## config.mk

```make
export PLATFORM = sky130hd
export DESIGN_NAME = stepper_top
export DESIGN_NICKNAME = d
export VERILOG_FILES = /design/src/logic/stepper_bus_pkg.sv /design/src/logic/stepper_io_pkg.sv /design/src/logic/mem_bus_if.sv /design/src/logic/io_register.sv /design/src/logic/periph_regs.sv /design/src/logic/spi_master.sv /design/src/logic/pwm_capture.sv /design/src/logic/step_generator.sv /design/src/logic/stepper_top.sv
export VERILOG_INCLUDE_DIRS = /design/src /design/src/logic
export SDC_FILE = /design/constraint.sdc
export NUM_CORES = 1
export LEC_CHECK = 0
export BUFFER_PORTS_ARGS = -buffer_cell sky130_fd_sc_hd__buf_2
export CAP_MARGIN = 40
export CORE_MARGIN = 5
export CORE_UTILIZATION = 50
export CTS_BUF_LIST = sky130_fd_sc_hd__clkbuf_8
export DETAILED_ROUTE_END_ITERATION = 16
export PLACE_DENSITY = 0.73
export SYNTH_ARGS = -nofsm -noshare
export SYNTH_HDL_FRONTEND = slang
export SYNTH_HIERARCHICAL = 1
export SYNTH_SLANG_ARGS = --single-unit
```

## constraint.sdc

```tcl
create_clock -name clk_in -period 7 [get_ports clk_in]
set_input_delay 0 -clock clk_in [delete_from_list [all_inputs] [get_ports clk_in]]
set_output_delay 0 -clock clk_in [all_outputs]
set_load 0.01 [all_outputs]
```

## src/logic/stepper_cfg.svh

```systemverilog
// peripheral base address, register offsets, spi clock divider and channel counts
`ifndef STEPPER_CFG_SVH
`define STEPPER_CFG_SVH

// start of the peripheral window on the bus
`define STEPPER_PERIPH_BASE 32'h1000_0000

// register offsets inside the window
`define REG_LEDS        8'h00
`define REG_SPI_TX      8'h04
`define REG_SPI_RX      8'h08
`define REG_SPI_CTRL    8'h0C
`define REG_SPI_STATUS  8'h10
`define REG_RC_WIDTH    8'h14
`define REG_MOTOR_EN    8'h18
`define REG_STEP_CMD    8'h1C
`define REG_STEP_STATUS 8'h20

// clock cycles per half sck period
`define SPI_CLK_DIV     4

`define SPI_CS_COUNT    12
`define RC_CHANNELS     2
`define MOTOR_COUNT     12

`endif

```

## src/logic/stepper_bus_pkg.sv

```systemverilog
// bus word type and register selector enum
package stepper_bus_pkg;

  // one data word on the peripheral bus
  typedef logic [31:0] reg_word_t;

  // decoded register select
  // SEL_NONE covers every unmapped offset
  typedef enum logic [3:0] {
    SEL_NONE,
    SEL_LEDS,
    SEL_SPI_TX,
    SEL_SPI_RX,
    SEL_SPI_CTRL,
    SEL_SPI_STATUS,
    SEL_RC_WIDTH,
    SEL_MOTOR_EN,
    SEL_STEP_CMD,
    SEL_STEP_STATUS
  } reg_sel_t;

endpackage

```

## src/logic/stepper_io_pkg.sv

```systemverilog
// step command, spi control word and rc width types
package stepper_io_pkg;

  // move request as written to REG_STEP_CMD
  typedef struct packed {
    logic [2:0]  spare;
    logic        dir;
    logic [11:0] period;  // cycles between pulses, 2 or more
    logic [15:0] count;
  } step_cmd_t;

  // REG_SPI_CTRL layout
  typedef struct packed {
    logic [26:0] spare;
    logic [3:0]  cs_sel;
    logic        start;
  } spi_ctrl_t;

  // high time in clock cycles, saturating
  typedef logic [15:0] rc_width_t;

endpackage

```

## src/logic/mem_bus_if.sv

```systemverilog
// valid/ready peripheral bus interface with master and slave modports
`timescale 1ns/1ps

interface mem_bus_if;
  import stepper_bus_pkg::*;

  logic        valid;
  logic        write;
  logic [31:0] addr;
  reg_word_t   wdata;
  reg_word_t   rdata;
  // one cycle pulse that ends the access
  logic        ready;

  modport master (
    output valid,
    output write,
    output addr,
    output wdata,
    input  rdata,
    input  ready
  );

  modport slave (
    input  valid,
    input  write,
    input  addr,
    input  wdata,
    output rdata,
    output ready
  );

endinterface

```

## src/logic/io_register.sv

```systemverilog
// control register of any payload type with load strobe and written pulse
`timescale 1ns/1ps

module io_register #(
  parameter type payload_t = logic [31:0]
) (
  input  logic     clk_in,
  input  logic     rst_n,
  input  logic     load,
  input  payload_t d,
  output payload_t q,
  output logic     written
);

  always_ff @(posedge clk_in) begin
    if (!rst_n) begin
      q       <= '0;
      written <= 1'b0;
    end else begin
      // high for the cycle right after a load
      written <= load;
      if (load) begin
        q <= d;
      end
    end
  end

endmodule

```

## src/logic/periph_regs.sv

```systemverilog
// address decode, control registers, read-back mux and bus ready
`timescale 1ns/1ps
`include "stepper_cfg.svh"

module periph_regs (
  input  logic                                         clk_in,
  input  logic                                         rst_n,
  mem_bus_if.slave                                     bus,
  output logic [7:0]                                   led,
  output logic [`MOTOR_COUNT-1:0]                      motor_en_n,
  output stepper_bus_pkg::reg_word_t                   spi_tx,
  output logic [3:0]                                   spi_cs_sel,
  output logic                                         spi_start,
  input  stepper_bus_pkg::reg_word_t                   spi_rx,
  input  logic                                         spi_ready,
  input  stepper_io_pkg::rc_width_t [`RC_CHANNELS-1:0] rc_width,
  output stepper_io_pkg::step_cmd_t                    step_cmd,
  output logic                                         step_start,
  input  logic                                         step_done
);
  import stepper_bus_pkg::*;
  import stepper_io_pkg::*;

  localparam reg_word_t PERIPH_BASE = `STEPPER_PERIPH_BASE;

  reg_sel_t                sel;
  logic                    access;
  logic                    wr_en;
  logic                    ready_q;
  reg_word_t               rdata_q;
  reg_word_t               read_mux;
  logic [`MOTOR_COUNT-1:0] motor_en;
  spi_ctrl_t               spi_ctrl;
  logic                    spi_ctrl_written;
  logic                    step_cmd_written;

  // first cycle of a request, ready is not yet up
  assign access = bus.valid && !ready_q;
  assign wr_en  = access && bus.write;

  always_comb begin
    sel = SEL_NONE;
    if (bus.addr[31:8] == PERIPH_BASE[31:8]) begin
      case (bus.addr[7:0])
        `REG_LEDS:        sel = SEL_LEDS;
        `REG_SPI_TX:      sel = SEL_SPI_TX;
        `REG_SPI_RX:      sel = SEL_SPI_RX;
        `REG_SPI_CTRL:    sel = SEL_SPI_CTRL;
        `REG_SPI_STATUS:  sel = SEL_SPI_STATUS;
        `REG_RC_WIDTH:    sel = SEL_RC_WIDTH;
        `REG_MOTOR_EN:    sel = SEL_MOTOR_EN;
        `REG_STEP_CMD:    sel = SEL_STEP_CMD;
        `REG_STEP_STATUS: sel = SEL_STEP_STATUS;
        default:          sel = SEL_NONE;
      endcase
    end
  end

  io_register #(.payload_t(logic [7:0])) u_leds_reg (
    .clk_in  (clk_in),
    .rst_n   (rst_n),
    .load    (wr_en && sel == SEL_LEDS),
    .d       (bus.wdata[7:0]),
    .q       (led),
    .written ()
  );

  io_register #(.payload_t(reg_word_t)) u_spi_tx_reg (
    .clk_in  (clk_in),
    .rst_n   (rst_n),
    .load    (wr_en && sel == SEL_SPI_TX),
    .d       (bus.wdata),
    .q       (spi_tx),
    .written ()
  );

  io_register #(.payload_t(spi_ctrl_t)) u_spi_ctrl_reg (
    .clk_in  (clk_in),
    .rst_n   (rst_n),
    .load    (wr_en && sel == SEL_SPI_CTRL),
    .d       (spi_ctrl_t'(bus.wdata)),
    .q       (spi_ctrl),
    .written (spi_ctrl_written)
  );

  io_register #(.payload_t(logic [`MOTOR_COUNT-1:0])) u_motor_en_reg (
    .clk_in  (clk_in),
    .rst_n   (rst_n),
    .load    (wr_en && sel == SEL_MOTOR_EN),
    .d       (bus.wdata[`MOTOR_COUNT-1:0]),
    .q       (motor_en),
    .written ()
  );

  io_register #(.payload_t(step_cmd_t)) u_step_cmd_reg (
    .clk_in  (clk_in),
    .rst_n   (rst_n),
    .load    (wr_en && sel == SEL_STEP_CMD),
    .d       (step_cmd_t'(bus.wdata)),
    .q       (step_cmd),
    .written (step_cmd_written)
  );

  // driver enables are active low on the board
  assign motor_en_n = ~motor_en;

  // start strobes, one cycle after the register write
  assign spi_start  = spi_ctrl_written && spi_ctrl.start;
  assign spi_cs_sel = spi_ctrl.cs_sel;
  assign step_start = step_cmd_written && (step_cmd.count != '0);

  always_comb begin
    case (sel)
      SEL_LEDS:        read_mux = reg_word_t'(led);
      SEL_SPI_TX:      read_mux = spi_tx;
      SEL_SPI_RX:      read_mux = spi_rx;
      SEL_SPI_CTRL:    read_mux = reg_word_t'(spi_ctrl);
      SEL_SPI_STATUS:  read_mux = reg_word_t'(spi_ready);
      SEL_RC_WIDTH:    read_mux = reg_word_t'(rc_width);
      SEL_MOTOR_EN:    read_mux = reg_word_t'(motor_en);
      SEL_STEP_CMD:    read_mux = reg_word_t'(step_cmd);
      SEL_STEP_STATUS: read_mux = reg_word_t'(step_done);
      default:         read_mux = '0;
    endcase
  end

  always_ff @(posedge clk_in) begin
    if (!rst_n) begin
      ready_q <= 1'b0;
    end else begin
      ready_q <= access;
    end
  end

  // read data sampled at the edge that raises ready
  always_ff @(posedge clk_in) begin
    if (access) begin
      rdata_q <= bus.write ? '0 : read_mux;
    end
  end

  assign bus.ready = ready_q;
  assign bus.rdata = rdata_q;

endmodule

```

## src/logic/spi_master.sv

```systemverilog
// 32-bit mode 0 spi master with clock divider and chip select decode
`timescale 1ns/1ps
`include "stepper_cfg.svh"

module spi_master (
  input  logic                       clk_in,
  input  logic                       rst_n,
  input  logic                       start,
  input  stepper_bus_pkg::reg_word_t tx,
  input  logic [3:0]                 cs_sel,
  input  logic                       miso,
  output stepper_bus_pkg::reg_word_t rx,
  output logic                       ready,
  output logic                       sck,
  output logic                       mosi,
  output logic [`SPI_CS_COUNT-1:0]   cs_n
);
  import stepper_bus_pkg::*;

  localparam int DIV_W = $clog2(`SPI_CLK_DIV + 1);

  logic             busy;
  logic [DIV_W-1:0] div_cnt;
  logic [4:0]       bit_cnt;
  logic [3:0]       cs_q;
  reg_word_t        shreg;
  logic             miso_bit;
  logic             half_done;
  logic             rise_tick;
  logic             fall_tick;

  assign half_done = (div_cnt == DIV_W'(`SPI_CLK_DIV - 1));
  assign rise_tick = busy && half_done && !sck;
  assign fall_tick = busy && half_done && sck;

  always_ff @(posedge clk_in) begin
    if (!rst_n) begin
      busy    <= 1'b0;
      sck     <= 1'b0;
      div_cnt <= '0;
      bit_cnt <= '0;
      cs_q    <= '0;
    end else if (!busy) begin
      if (start) begin
        busy    <= 1'b1;
        div_cnt <= '0;
        bit_cnt <= '0;
        cs_q    <= cs_sel;
      end
    end else if (half_done) begin
      div_cnt <= '0;
      sck     <= !sck;
      // bit ends on the falling edge
      if (sck) begin
        bit_cnt <= bit_cnt + 5'd1;
        if (bit_cnt == 5'd31) begin
          busy <= 1'b0;
        end
      end
    end else begin
      div_cnt <= div_cnt + DIV_W'(1);
    end
  end

  // miso taken on rising sck, shifted in on the falling one
  always_ff @(posedge clk_in) begin
    if (start && !busy) begin
      shreg <= tx;
    end else if (rise_tick) begin
      miso_bit <= miso;
    end else if (fall_tick) begin
      shreg <= {shreg[30:0], miso_bit};
      if (bit_cnt == 5'd31) begin
        rx <= {shreg[30:0], miso_bit};
      end
    end
  end

  assign mosi  = shreg[31];
  assign ready = !busy;

  // an index above the line count leaves all lines high
  always_comb begin
    for (int i = 0; i < `SPI_CS_COUNT; i++) begin
      cs_n[i] = !(busy && cs_q == 4'(i));
    end
  end

endmodule

```

## src/logic/pwm_capture.sv

```systemverilog
// rc pulse synchronizer and saturating high-time counter
`timescale 1ns/1ps

module pwm_capture (
  input  logic                      clk_in,
  input  logic                      rst_n,
  input  logic                      pulse,
  output stepper_io_pkg::rc_width_t width
);
  import stepper_io_pkg::*;

  logic [1:0] sync;
  logic       pulse_d;
  logic       fall;
  rc_width_t  high_cnt;

  assign fall = pulse_d && !sync[1];

  always_ff @(posedge clk_in) begin
    if (!rst_n) begin
      sync     <= '0;
      pulse_d  <= 1'b0;
      high_cnt <= '0;
      width    <= '0;
    end else begin
      sync    <= {sync[0], pulse};
      pulse_d <= sync[1];
      if (fall) begin
        // latch the finished pulse, restart for the next one
        width    <= high_cnt;
        high_cnt <= '0;
      end else if (sync[1] && high_cnt != '1) begin
        high_cnt <= high_cnt + 1'b1;
      end
    end
  end

endmodule

```

## src/logic/step_generator.sv

```systemverilog
// step pulse generator with fixed period, direction hold and done level
`timescale 1ns/1ps

module step_generator (
  input  logic                      clk_in,
  input  logic                      rst_n,
  input  logic                      start,
  input  stepper_io_pkg::step_cmd_t cmd,
  output logic                      step,
  output logic                      dir,
  output logic                      done
);

  logic        busy;
  logic [11:0] period_q;
  logic [11:0] tick_cnt;
  logic [15:0] remaining;
  logic        tick_last;

  // last cycle of the current period
  assign tick_last = (tick_cnt == period_q - 12'd1);
  assign done      = !busy;

  always_ff @(posedge clk_in) begin
    if (!rst_n) begin
      busy      <= 1'b0;
      period_q  <= '0;
      tick_cnt  <= '0;
      remaining <= '0;
      step      <= 1'b0;
      dir       <= 1'b0;
    end else begin
      step <= 1'b0;
      if (!busy) begin
        if (start) begin
          busy      <= 1'b1;
          period_q  <= cmd.period;
          dir       <= cmd.dir;
          remaining <= cmd.count;
          // the start cycle counts as cycle 0
          tick_cnt  <= 12'd1;
        end
      end else if (tick_last) begin
        tick_cnt <= '0;
        if (remaining != '0) begin
          step      <= 1'b1;
          remaining <= remaining - 16'd1;
        end else begin
          // one idle period after the final pulse
          busy <= 1'b0;
        end
      end else begin
        tick_cnt <= tick_cnt + 12'd1;
      end
    end
  end

endmodule

```

## src/logic/stepper_top.sv

```systemverilog
// stepper peripheral top level with bus, spi, rc capture and step outputs
`timescale 1ns/1ps
`include "stepper_cfg.svh"

module stepper_top (
  input  logic                       clk_in,
  input  logic                       rst_n,
  input  logic                       bus_valid,
  input  logic                       bus_write,
  input  logic [31:0]                bus_addr,
  input  stepper_bus_pkg::reg_word_t bus_wdata,
  output stepper_bus_pkg::reg_word_t bus_rdata,
  output logic                       bus_ready,
  output logic [7:0]                 led,
  output logic                       spi_sck,
  output logic                       spi_mosi,
  output logic [`SPI_CS_COUNT-1:0]   spi_cs_n,
  input  logic                       spi_miso,
  input  logic [`RC_CHANNELS-1:0]    rc_pulse,
  output logic [`MOTOR_COUNT-1:0]    motor_en_n,
  output logic                       step,
  output logic                       dir
);
  import stepper_bus_pkg::*;
  import stepper_io_pkg::*;

  reg_word_t                   spi_tx;
  reg_word_t                   spi_rx;
  logic [3:0]                  spi_cs_sel;
  logic                        spi_start;
  logic                        spi_ready;
  rc_width_t [`RC_CHANNELS-1:0] rc_width;
  step_cmd_t                   step_cmd;
  logic                        step_start;
  logic                        step_done;

  mem_bus_if u_bus ();

  assign u_bus.valid = bus_valid;
  assign u_bus.write = bus_write;
  assign u_bus.addr  = bus_addr;
  assign u_bus.wdata = bus_wdata;
  assign bus_rdata   = u_bus.rdata;
  assign bus_ready   = u_bus.ready;

  periph_regs u_periph_regs (
    .clk_in     (clk_in),
    .rst_n      (rst_n),
    .bus        (u_bus.slave),
    .led        (led),
    .motor_en_n (motor_en_n),
    .spi_tx     (spi_tx),
    .spi_cs_sel (spi_cs_sel),
    .spi_start  (spi_start),
    .spi_rx     (spi_rx),
    .spi_ready  (spi_ready),
    .rc_width   (rc_width),
    .step_cmd   (step_cmd),
    .step_start (step_start),
    .step_done  (step_done)
  );

  spi_master u_spi_master (
    .clk_in (clk_in),
    .rst_n  (rst_n),
    .start  (spi_start),
    .tx     (spi_tx),
    .cs_sel (spi_cs_sel),
    .miso   (spi_miso),
    .rx     (spi_rx),
    .ready  (spi_ready),
    .sck    (spi_sck),
    .mosi   (spi_mosi),
    .cs_n   (spi_cs_n)
  );

  // one capture per rc channel
  for (genvar ch = 0; ch < `RC_CHANNELS; ch++) begin : g_rc
    pwm_capture u_pwm_capture (
      .clk_in (clk_in),
      .rst_n  (rst_n),
      .pulse  (rc_pulse[ch]),
      .width  (rc_width[ch])
    );
  end

  step_generator u_step_generator (
    .clk_in (clk_in),
    .rst_n  (rst_n),
    .start  (step_start),
    .cmd    (step_cmd),
    .step   (step),
    .dir    (dir),
    .done   (step_done)
  );

endmodule

```

Word level (Yosys, flattened, before mapping)
Cells that the tools add are included.
W data, S select, Z words.
- add/sub/neg operators: 7
- multiplexer cells: 29
- bitwise logic cells: 6
- equal/unequal tests: 39
- reduce and logical (&&, ||, !) cells: 65
- operator list (operator ; number):
    $pmux W32 S9 ; 1
    $mux W32 ; 3
    $mux W16 ; 4
    $mux W12 ; 3
    $pmux W4 S9 ; 1
    $add A16 B1 Y16 const B ; 2
    $eq A4 B3 Y1 const B ; 8
    $eq A8 B5 Y1 const B ; 4
    $ne A16 B16 Y1 const B ; 2
    $reduce_bool A16 Y1 ; 2
    $logic_and A1 B1 Y1 ; 29
    $eq A24 B21 Y1 const B ; 1
    $eq A4 B4 Y1 const B ; 6
    $mux W5 ; 4
    $logic_not A1 Y1 ; 18
    $eq A4 B2 Y1 const B ; 4
    $eq A8 B4 Y1 const B ; 2
    $sub A16 B1 Y16 const B ; 1
    $add A12 B1 Y12 const B ; 1
    $eq A12 B12 Y1 ; 1
    $not A12 Y12 ; 1
    $sub A12 B1 Y12 const B ; 1
    $reduce_and A2 Y1 ; 5
    $mux W1 ; 9
    18 further kinds ; 33
- register bits: 343
- output and inout port bits: 69
- word-level logic and storage cells: 182

Logic depth before layout (Yosys ltp)
Gate-level depths: netlist (run 1).
- depth after elaboration: 6
- gate-level depth with buffers: 11
- gate-level depth less buffers: 10

Modules after synthesis
The synthesis (run 1) kept the hierarchy.
- by module, submodules not included (module ; seq. area each (µm²) ; area each (µm²) ; times used ; cells an instance):
    io_register at u_periph_regs.u_spi_ctrl_reg ... ; 660.6 ; 1270.0 ; 3 ; 105
    periph_regs ; 980.9 ; 3429.5 ; 1 ; 357
    spi_master ; 2232.1 ; 3110.5 ; 1 ; 263
    pwm_capture ; 700.7 ; 1488.9 ; 2 ; 175
    step_generator ; 860.8 ; 2577.5 ; 1 ; 319
    io_register at u_periph_regs.u_motor_en_reg ; 260.2 ; 498.0 ; 1 ; 41
    io_register at u_periph_regs.u_leds_reg ; 180.2 ; 329.1 ; 1 ; 27

Least setup slack after synthesis (run 1)
OpenSTA, ideal clock, no wires.
- path type: reg2reg
- start: reg u_periph_regs.ready_q (netlist: u_periph_regs/bus.ready)
- end: reg u_periph_regs/u_spi_ctrl_reg/q[10] (netlist bit)
- data arrival time: 3115 ps
- stages on the path, launching flop included: 8
- buffers on the path: 2
- setup slack: 3769 ps
- required time: 6884 ps
- cell sequence: dfxtp_1 nor2b_1 nand2_1 nor4b_1 buf_6 buf_12 mux2i_1 nor2b_1
- word-level cells in the longest chain between the ends: 4
- RTL lines (item ; RTL line ; source):
    start: declaration ; periph_regs.sv:29 ; logic ready_q;
    start signal: assignment ; periph_regs.sv:131 ; ready_q <= access;
    $logic_not A1 Y1 ; periph_regs.sv:38 ; assign access = bus.valid && !ready_q;
    $logic_and A1 B1 Y1 ; periph_regs.sv:38 ;
    via u_periph_regs.access ; periph_regs.sv:27 ; logic access;
    $logic_and A1 B1 Y1 ; periph_regs.sv:39 ; assign wr_en = access && bus.write;
    $logic_and A1 B1 Y1 ; periph_regs.sv:80 ; .load (wr_en && sel == SEL_SPI_CTRL),
    end signal: assignment ; io_register.sv:17 ; q <= '0;
    end signal: assignment ; io_register.sv:23 ; q <= d;
    end: declaration ; io_register.sv:11 ; output payload_t q,
The timed path passes the listed nets, and every way through them passes these cells.
A chain may end at the register's enable or synchronous reset.

Final worst setup path (run 1)
- start: reg u_step_generator.remaining[0]
- end: reg u_step_generator.remaining[4]
- word-level cells in the longest chain between the ends: 4
- RTL lines (item ; RTL line ; source):
    start: declaration ; step_generator.sv:17 ; logic [15:0] remaining;
    start signal: assignment ; step_generator.sv:39 ; remaining <= cmd.count;
    start signal: assignment ; step_generator.sv:47 ; remaining <= remaining - 16'd1;
    $sub A16 B1 Y16 ; step_generator.sv:47 ;
    $mux W16 ; step_generator.sv:45 ; if (remaining != '0) begin
    $mux W16 ; step_generator.sv:43 ; end else if (tick_last) begin
    $mux W16 ; step_generator.sv:34 ; if (!busy) begin
Parallel ways exist; a longest one is shown, timed or not. The select of a mux whose other input is x is not followed.

==> reports/metrics.csv, run 1 <==
metric;value;unit
status;finished, final reports clean;
placed cell areas;17410;um^2
Sequential Power Share;0.532;
Peak supply drop;0.0001267;V
final setup violation count;0;
die area;37050;um^2
Syn Inst Count;1666;
TritonCTS Sinks;343;
fin util;0.5760;
Rel. slew slack;0.3690;
Int Power;2.966;mW
RSZ-0062 raised after global routing;false;
Post-DP HPWL;29.85;mm
setup slack after layout;3513;ps
final net count;1878;
skew final;18.35;ps
Crit Path Category;register to register;
Routed wire per std cell;19.68;um
fin crit period;3487;ps
CTS root buf;clkbuf_8;
Critical Path RT;7460;ps
via count;13474;
H-tree Lvls;2;
vias in the first global route;13107;
total setup buffers inserted after CTS;0;
Final period util;0.4982;
global placer's final weighted congestion;0.8474;
CTS tree;yes;
area grow syn2layout;13.13;%
Yosys warning total;6;
WP data arrival;3950;ps
vias per cell;5.897;
Final TNS setup;0;ps
Die W;192.5;um
pin count of the biggest net entering global routing;137;
post-synthesis cell area;16650;um^2
DRC violations left;0;
routed wire length;44.97;mm
Psw;882.8;uW
Hold Fails Final Rpt;0;
Clk pwr share;0.427;
leakage;6.273;nW
cts bufs inserted;56;
crit end category;register;
antenna viol nets, final;0;
Worst Path Max Fanout;12;
max_cap viols;0;
Design Area, Final;18840;um^2
proportion of power drawn by combinational gates;0.041;
Initial Util;0.5092;
worst-case clock buffer depth;3;
Core ar.;32700;um^2
Ant. Diodes;0;
initial antenna violation count;0;
# IOs;140;
latest clock arrival within the worst-skew pair;580;ps
pre-CTS setup slack;3472;ps
Syn Area/Cell;9.995;um^2
CP Launch Type;register;
initial drt markers;1097;
Hold Crit Class;primary input to register;
row cnt;66;
Mapped Nets;1745;
switching share of power;0.2293;
Pwr Density;204.3;nW/um^2
GRT Total Usage;0.2384;
Max Freq;0.2867;GHz
TritonRoute pass-1 iters;6;
Slew Limit Fails;0;
Slew @ Worst Pin;940.8;ps
share of cells above drive strength 1;0.1628;
Die Y;192.5;um
clock slew at reported path FFs;70;ps
global-route wire length before repair;71.34;mm
GRT overflow;0;
IO Port Bufs;139;
-- registers in the layout (all words and copies together), names as in the netlist, 8 cells and up --
signal and flops:
u_step_generator/remaining 16, u_periph_regs/bus.rdata 32, g_rc.u_pwm_capture/width 32, u_spi_master/rx 32, u_periph_regs/u_spi_ctrl_reg/q 32, u_periph_regs/u_spi_tx_reg/q 32, u_periph_regs/u_leds_reg/q 8, g_rc.u_pwm_capture/high_cnt 32
u_periph_regs/u_step_cmd_reg/q 32, u_step_generator/tick_cnt 12, u_spi_master/shreg 32, u_step_generator/period_q 12, u_periph_regs/u_motor_en_reg/q 12
-- per-layer routing --
layer	track usage	wire (um)	up-vias
met5	0	0	-
met4	0.08420	1474	0
met3	0.03980	3022	83
met2	0.3920	21180	498
met1	0.3191	19290	6515
li1	-	-	6378
-- placed cells by master (no fill, tap or decap), types with 35 or more instances in the layout --
master	count
dfxtp_1	246
mux2i_1	123
nand3_1	39
inv_1	58
nand2_1	253
dlygate4sd3_1	37
buf_2	139
a22o_1	35
nor2b_1	126
a21oi_1	39
a22oi_1	39
edfxtp_1	97
clkbuf_8	67
a21boi_0	46
-- power groups by stage --
stage / registers, mW / logic, mW / clock network, mW
after floorplan: 2.10 / 0.0694 / 0
after global placement: 2.09 / 0.136 / 0
after detailed placement: 2.09 / 0.139 / 0
after CTS: 2.05 / 0.155 / 1.68
after global routing: 2.05 / 0.167 / 1.78
final: 2.05 / 0.157 / 1.64
-- stage by stage --
| stage | cells | hold WS [ps] | total power [mW] |
|---|---|---|---|
| after global routing | 2285 | 58.85 | 3.996 |
| after detailed placement | 2146 | 187.0 | 2.230 |
| final | 2285 | 66.34 | 3.849 |
| after floorplan | 1666 | 98.87 | 2.165 |
| after CTS | 2285 | 9.742 | 3.881 |
| after global placement | 2137 | 179.3 | 2.227 |
-- layout make-up --
cell class	count	area, um^2
timing repair buffer	201	1285
clock buffer	67	922.1
fill	2865	13860
tap	442	553.0
sequential	343	7838
multi-input combinational	1167	7988
inverter	30	112.6
clock inverter	35	138.9
-- worst max-delay path: stages (launching register included) --
cell     delay (ps)
dfxtp_1         380
inv_1            80
ha_1            180
or3b_2          520
nor4_1          600
nand2_1         170
nand3_1         170
nor4_4          100
nor2_2          590
mux2_1          380
a32o_1          200
-- worst paths after layout --
check	start	to	slack (ps)	cells after the start
setup reg to reg	u_step_generator/remaining[0]	u_step_generator/remaining[4]	3510	10
hold / removal	bus_write	u_periph_regs/bus.rdata[3]	70	4
setup / recovery	u_step_generator/remaining[0]	u_step_generator/remaining[4]	3510	10
hold reg to reg	g_rc[0].u_pwm_capture/sync[0]	g_rc[0].u_pwm_capture/sync[1]	430	1
-- repair_timing --
| action | CTS | global route |
|---|---|---|
| hold buffers | 37 | 0 |
| gates resized for setup | 0 | 0 |
| endpoints found under the hold margin | 131 | 0 |
| endpoints found under the setup margin | 0 | 0 |
Power figures use the tool's default switching activity.
==> run 2: changes to the inputs <==
--- a/config.mk
+++ b/config.mk
@@ -6,13 +6,14 @@
 export SDC_FILE = /design/constraint.sdc
 export NUM_CORES = 1
 export LEC_CHECK = 0
+export ABC_AREA = 1
 export BUFFER_PORTS_ARGS = -buffer_cell sky130_fd_sc_hd__buf_2
 export CAP_MARGIN = 40
 export CORE_MARGIN = 5
 export CORE_UTILIZATION = 50
 export CTS_BUF_LIST = sky130_fd_sc_hd__clkbuf_8
 export DETAILED_ROUTE_END_ITERATION = 16
-export PLACE_DENSITY = 0.73
+export PLACE_DENSITY = 0.72
 export SYNTH_ARGS = -nofsm -noshare
 export SYNTH_HDL_FRONTEND = slang
 export SYNTH_HIERARCHICAL = 1
==> constraint.sdc (replaced) <==
create_clock -name clk_in -period 3.6 [get_ports clk_in]
set_input_delay 0 -clock clk_in [delete_from_list [all_inputs] [get_ports clk_in]]
set_output_delay 0 -clock clk_in [all_outputs]
set_load 0.01 [all_outputs]
==> run 2 against run 1 <==
  * Clock-buffer cell count up 9
  * Combinational power up 110%
  * Worst setup slack worse by 2200 ps
  * Synthesized area up 5.6%
  * First-iteration DRC count up 21%
  * Power up 110%
  * Synthesized cell count up 47%
==> reports/metrics.csv, run 2 <==
metric;value;unit;change
Syn Inst Count;2445;;was 1666
Peak supply drop;0.0003718;V;was 0.0001267 V
Die W;197.6;um;was 192.5 um
TritonRoute pass-1 iters;5;;was 6
fin crit period;2292;ps;was 3487 ps
die area;39030;um^2;was 37050 um^2
Routed wire per std cell;14.98;um;was 19.68 um
initial drt markers;1332;;was 1097
# IOs;140;;unchanged
max_cap viols;0;;unchanged
Yosys warning total;6;;unchanged
area grow syn2layout;13.50;%;was 13.13%
Syn Area/Cell;7.195;um^2;was 9.995 um^2
vias in the first global route;14914;;was 13.11k
global-route wire length before repair;74.98;mm;was 71.34 mm
GRT Total Usage;0.2304;;was 0.2384
Worst Path Max Fanout;33;;was 12
most common cell after layout, fill and taps aside;nand2_1;;unchanged
pin count of the biggest net entering global routing;91;;was 137
Ant. Diodes;0;;unchanged
cts bufs inserted;58;;was 56
routing usage on met1;0.3081;;was 0.3191
GR Util met2;0.3784;;was 0.3920
final net count;2665;;was 1878
Final period util;0.6367;;was 0.4982
Crit Path Category;register to register;;unchanged
Rel. slew slack;0.4802;;was 0.3690
post_cts resized;0;;unchanged
hold path depth;2;;was 4
CTS root buf;clkbuf_8;;unchanged
GRT overflow;0;;unchanged
crit-path most repeated cell;nand2_1;;
Slew @ Worst Pin;779.7;ps;was 940.8 ps
worst r2r src;u_periph_regs/bus.ready;;was u_step_generator/remaining[0]
routed wire length;46.32;mm;was 44.97 mm
worst-case clock buffer depth;3;;unchanged
Final TNS setup;0;ps;unchanged
post-synthesis cell area;17590;um^2;was 16650 um^2
final setup violation count;0;;unchanged
Max Freq;0.4363;GHz;was 0.2867 GHz
Critical Path RT;4110;ps;was 7460 ps
skew final;12.40;ps;was 18.35 ps
Pwr Density;408.9;nW/um^2;was 204.3 nW/um^2
vias per cell;5.140;;was 5.897
Worst R2R End;u_periph_regs/u_step_cmd_reg/q[22];;was u_step_generator/remaining[4]
clock slew at reported path FFs;60;ps;was 70 ps
Core ar.;34630;um^2;was 32700 um^2
Most Crowded Layer GR;met2;;unchanged
H-tree Lvls;2;;unchanged
Slew Limit Fails;0;;unchanged
latest clock arrival within the worst-skew pair;620;ps;was 580 ps
Initial Util;0.5080;;was 0.5092
WP data arrival;2800;ps;was 3950 ps
Post-DP HPWL;31.90;mm;was 29.85 mm
critical path's top delay family;simple AND/OR/NAND/NOR gates;;unchanged
Die Y;197.6;um;was 192.5 um
status;finished, final reports clean;;unchanged
DRC violations left;0;;unchanged
Mapped Nets;2524;;was 1745
global placer's final weighted congestion;0.9192;;was 0.8474
IO Port Bufs;139;;unchanged
RSZ-0062 raised after global routing;false;;unchanged
Hold Crit Class;primary input to register;;unchanged
row cnt;68;;was 66
CTS tree;yes;;unchanged
CP Launch Type;register;;unchanged
Min-Delay Endpoint;u_spi_master/miso_bit;;was u_periph_regs/bus.rdata[3]
met3 usage;0.03804;;was 0.03980
HP Start;spi_miso;;was bus_write
leakage;8.724;nW;was 6.273 nW
Slowest cell on crit path;nor2_4;;was nor4_1
initial antenna violation count;0;;unchanged
WP buf/inv;1;;unchanged
Hold Fails Final Rpt;0;;unchanged
Slowest Stage Delay on Critical Path;660;ps;was 600 ps
antenna viol nets, final;0;;unchanged
crit path cell chain;nor2_4 > nand2_1 > nor2_4 > buf_4 > nand2_1 > nand2_1 > nor2_1;;was inv_1 > ha_1 > or3b_2 > nor4_1 > nand2_1 > nand3_1 > nor4_4 > nor2_2 > mux2_1 > a32o_1
commonest cells after routing, fill and taps aside;nand2_1, nor2_1, inv_1;;was nand2_1, dfxtp_1, buf_2
worst setup path start;u_periph_regs/bus.ready;;was u_step_generator/remaining[0]
worst-case reg-to-reg path depth;7;;was 10
TritonCTS Sinks;343;;unchanged
reg2reg setup slack;1310;ps;was 3510 ps
share of cells above drive strength 1;0.1498;;was 0.1628
crit end category;register;;unchanged
via count;15889;;was 13.47k
Power Total;8.165;mW;was 3.849 mW
run 2: layout make-up:
cell class	instances	area, um^2
well taps	455	569.3
repair buffers	201	1310
clock buffers	76	1046
inverters	291	1095
fillers	3148	14660
multi-input cells	1691	7851
flip-flops and latches	343	7838
clock inverters	34	256.5
run 2: where the power goes:
| part | total, mW | switching, mW | internal, mW |
|---|---|---|---|
| Sequential | 4.02 | 0.0275 | 3.99 |
| Combinational | 0.336 | 0.210 | 0.126 |
| Clock | 3.81 | 1.63 | 2.18 |
run 2: metal layers:
layer,up-vias,wire length [um],part of all wire
li1,7969,-,-
met1,7263,20020,0.43
met2,554,21630,0.47
met3,103,3091,0.067
met4,0,1581,0.034
met5,-,0,0
run 2: worst max path at each step:
| stage | end | slack, ps | cells after the start |
|---|---|---|---|
| global route | u_step_generator/remaining[13] | 1010 | 16 |
| floorplan | u_periph_regs/u_leds_reg/q[6] | 600 | 8 |
| detailed placement | u_periph_regs/u_step_cmd_reg/q[22] | 830 | 12 |
| finish | u_periph_regs/u_step_cmd_reg/q[22] | 1310 | 7 |
| CTS | u_step_generator/remaining[1] | 1290 | 16 |
| global placement | u_periph_regs/u_step_cmd_reg/q[20] | 950 | 13 |
run 2: repair_timing:
action | CTS | global route
hold endpoints to repair | 163 | 0
buffers inserted | 0 | 0
hold buffers | 39 | 0
run 2: through the flow:
stage / worst slack (ps) / utilization / area, um^2 / hold WS (ps) / cells
2_1_floorplan: 596.1 / - / 17590 / 97.63 / 2445
3_3_place_gp: 955.0 / 0.5269 / 18250 / 178.7 / 2941
3_5_place_dp: 829.4 / 0.5277 / 18270 / 178.1 / 2942
4_1_cts: 1290 / 0.5766 / 19970 / 58.35 / 3091
5_1_grt: 1006 / 0.5766 / 19970 / 69.48 / 3091
6_report: 1308 / 0.5766 / 19970 / 89.10 / 3091
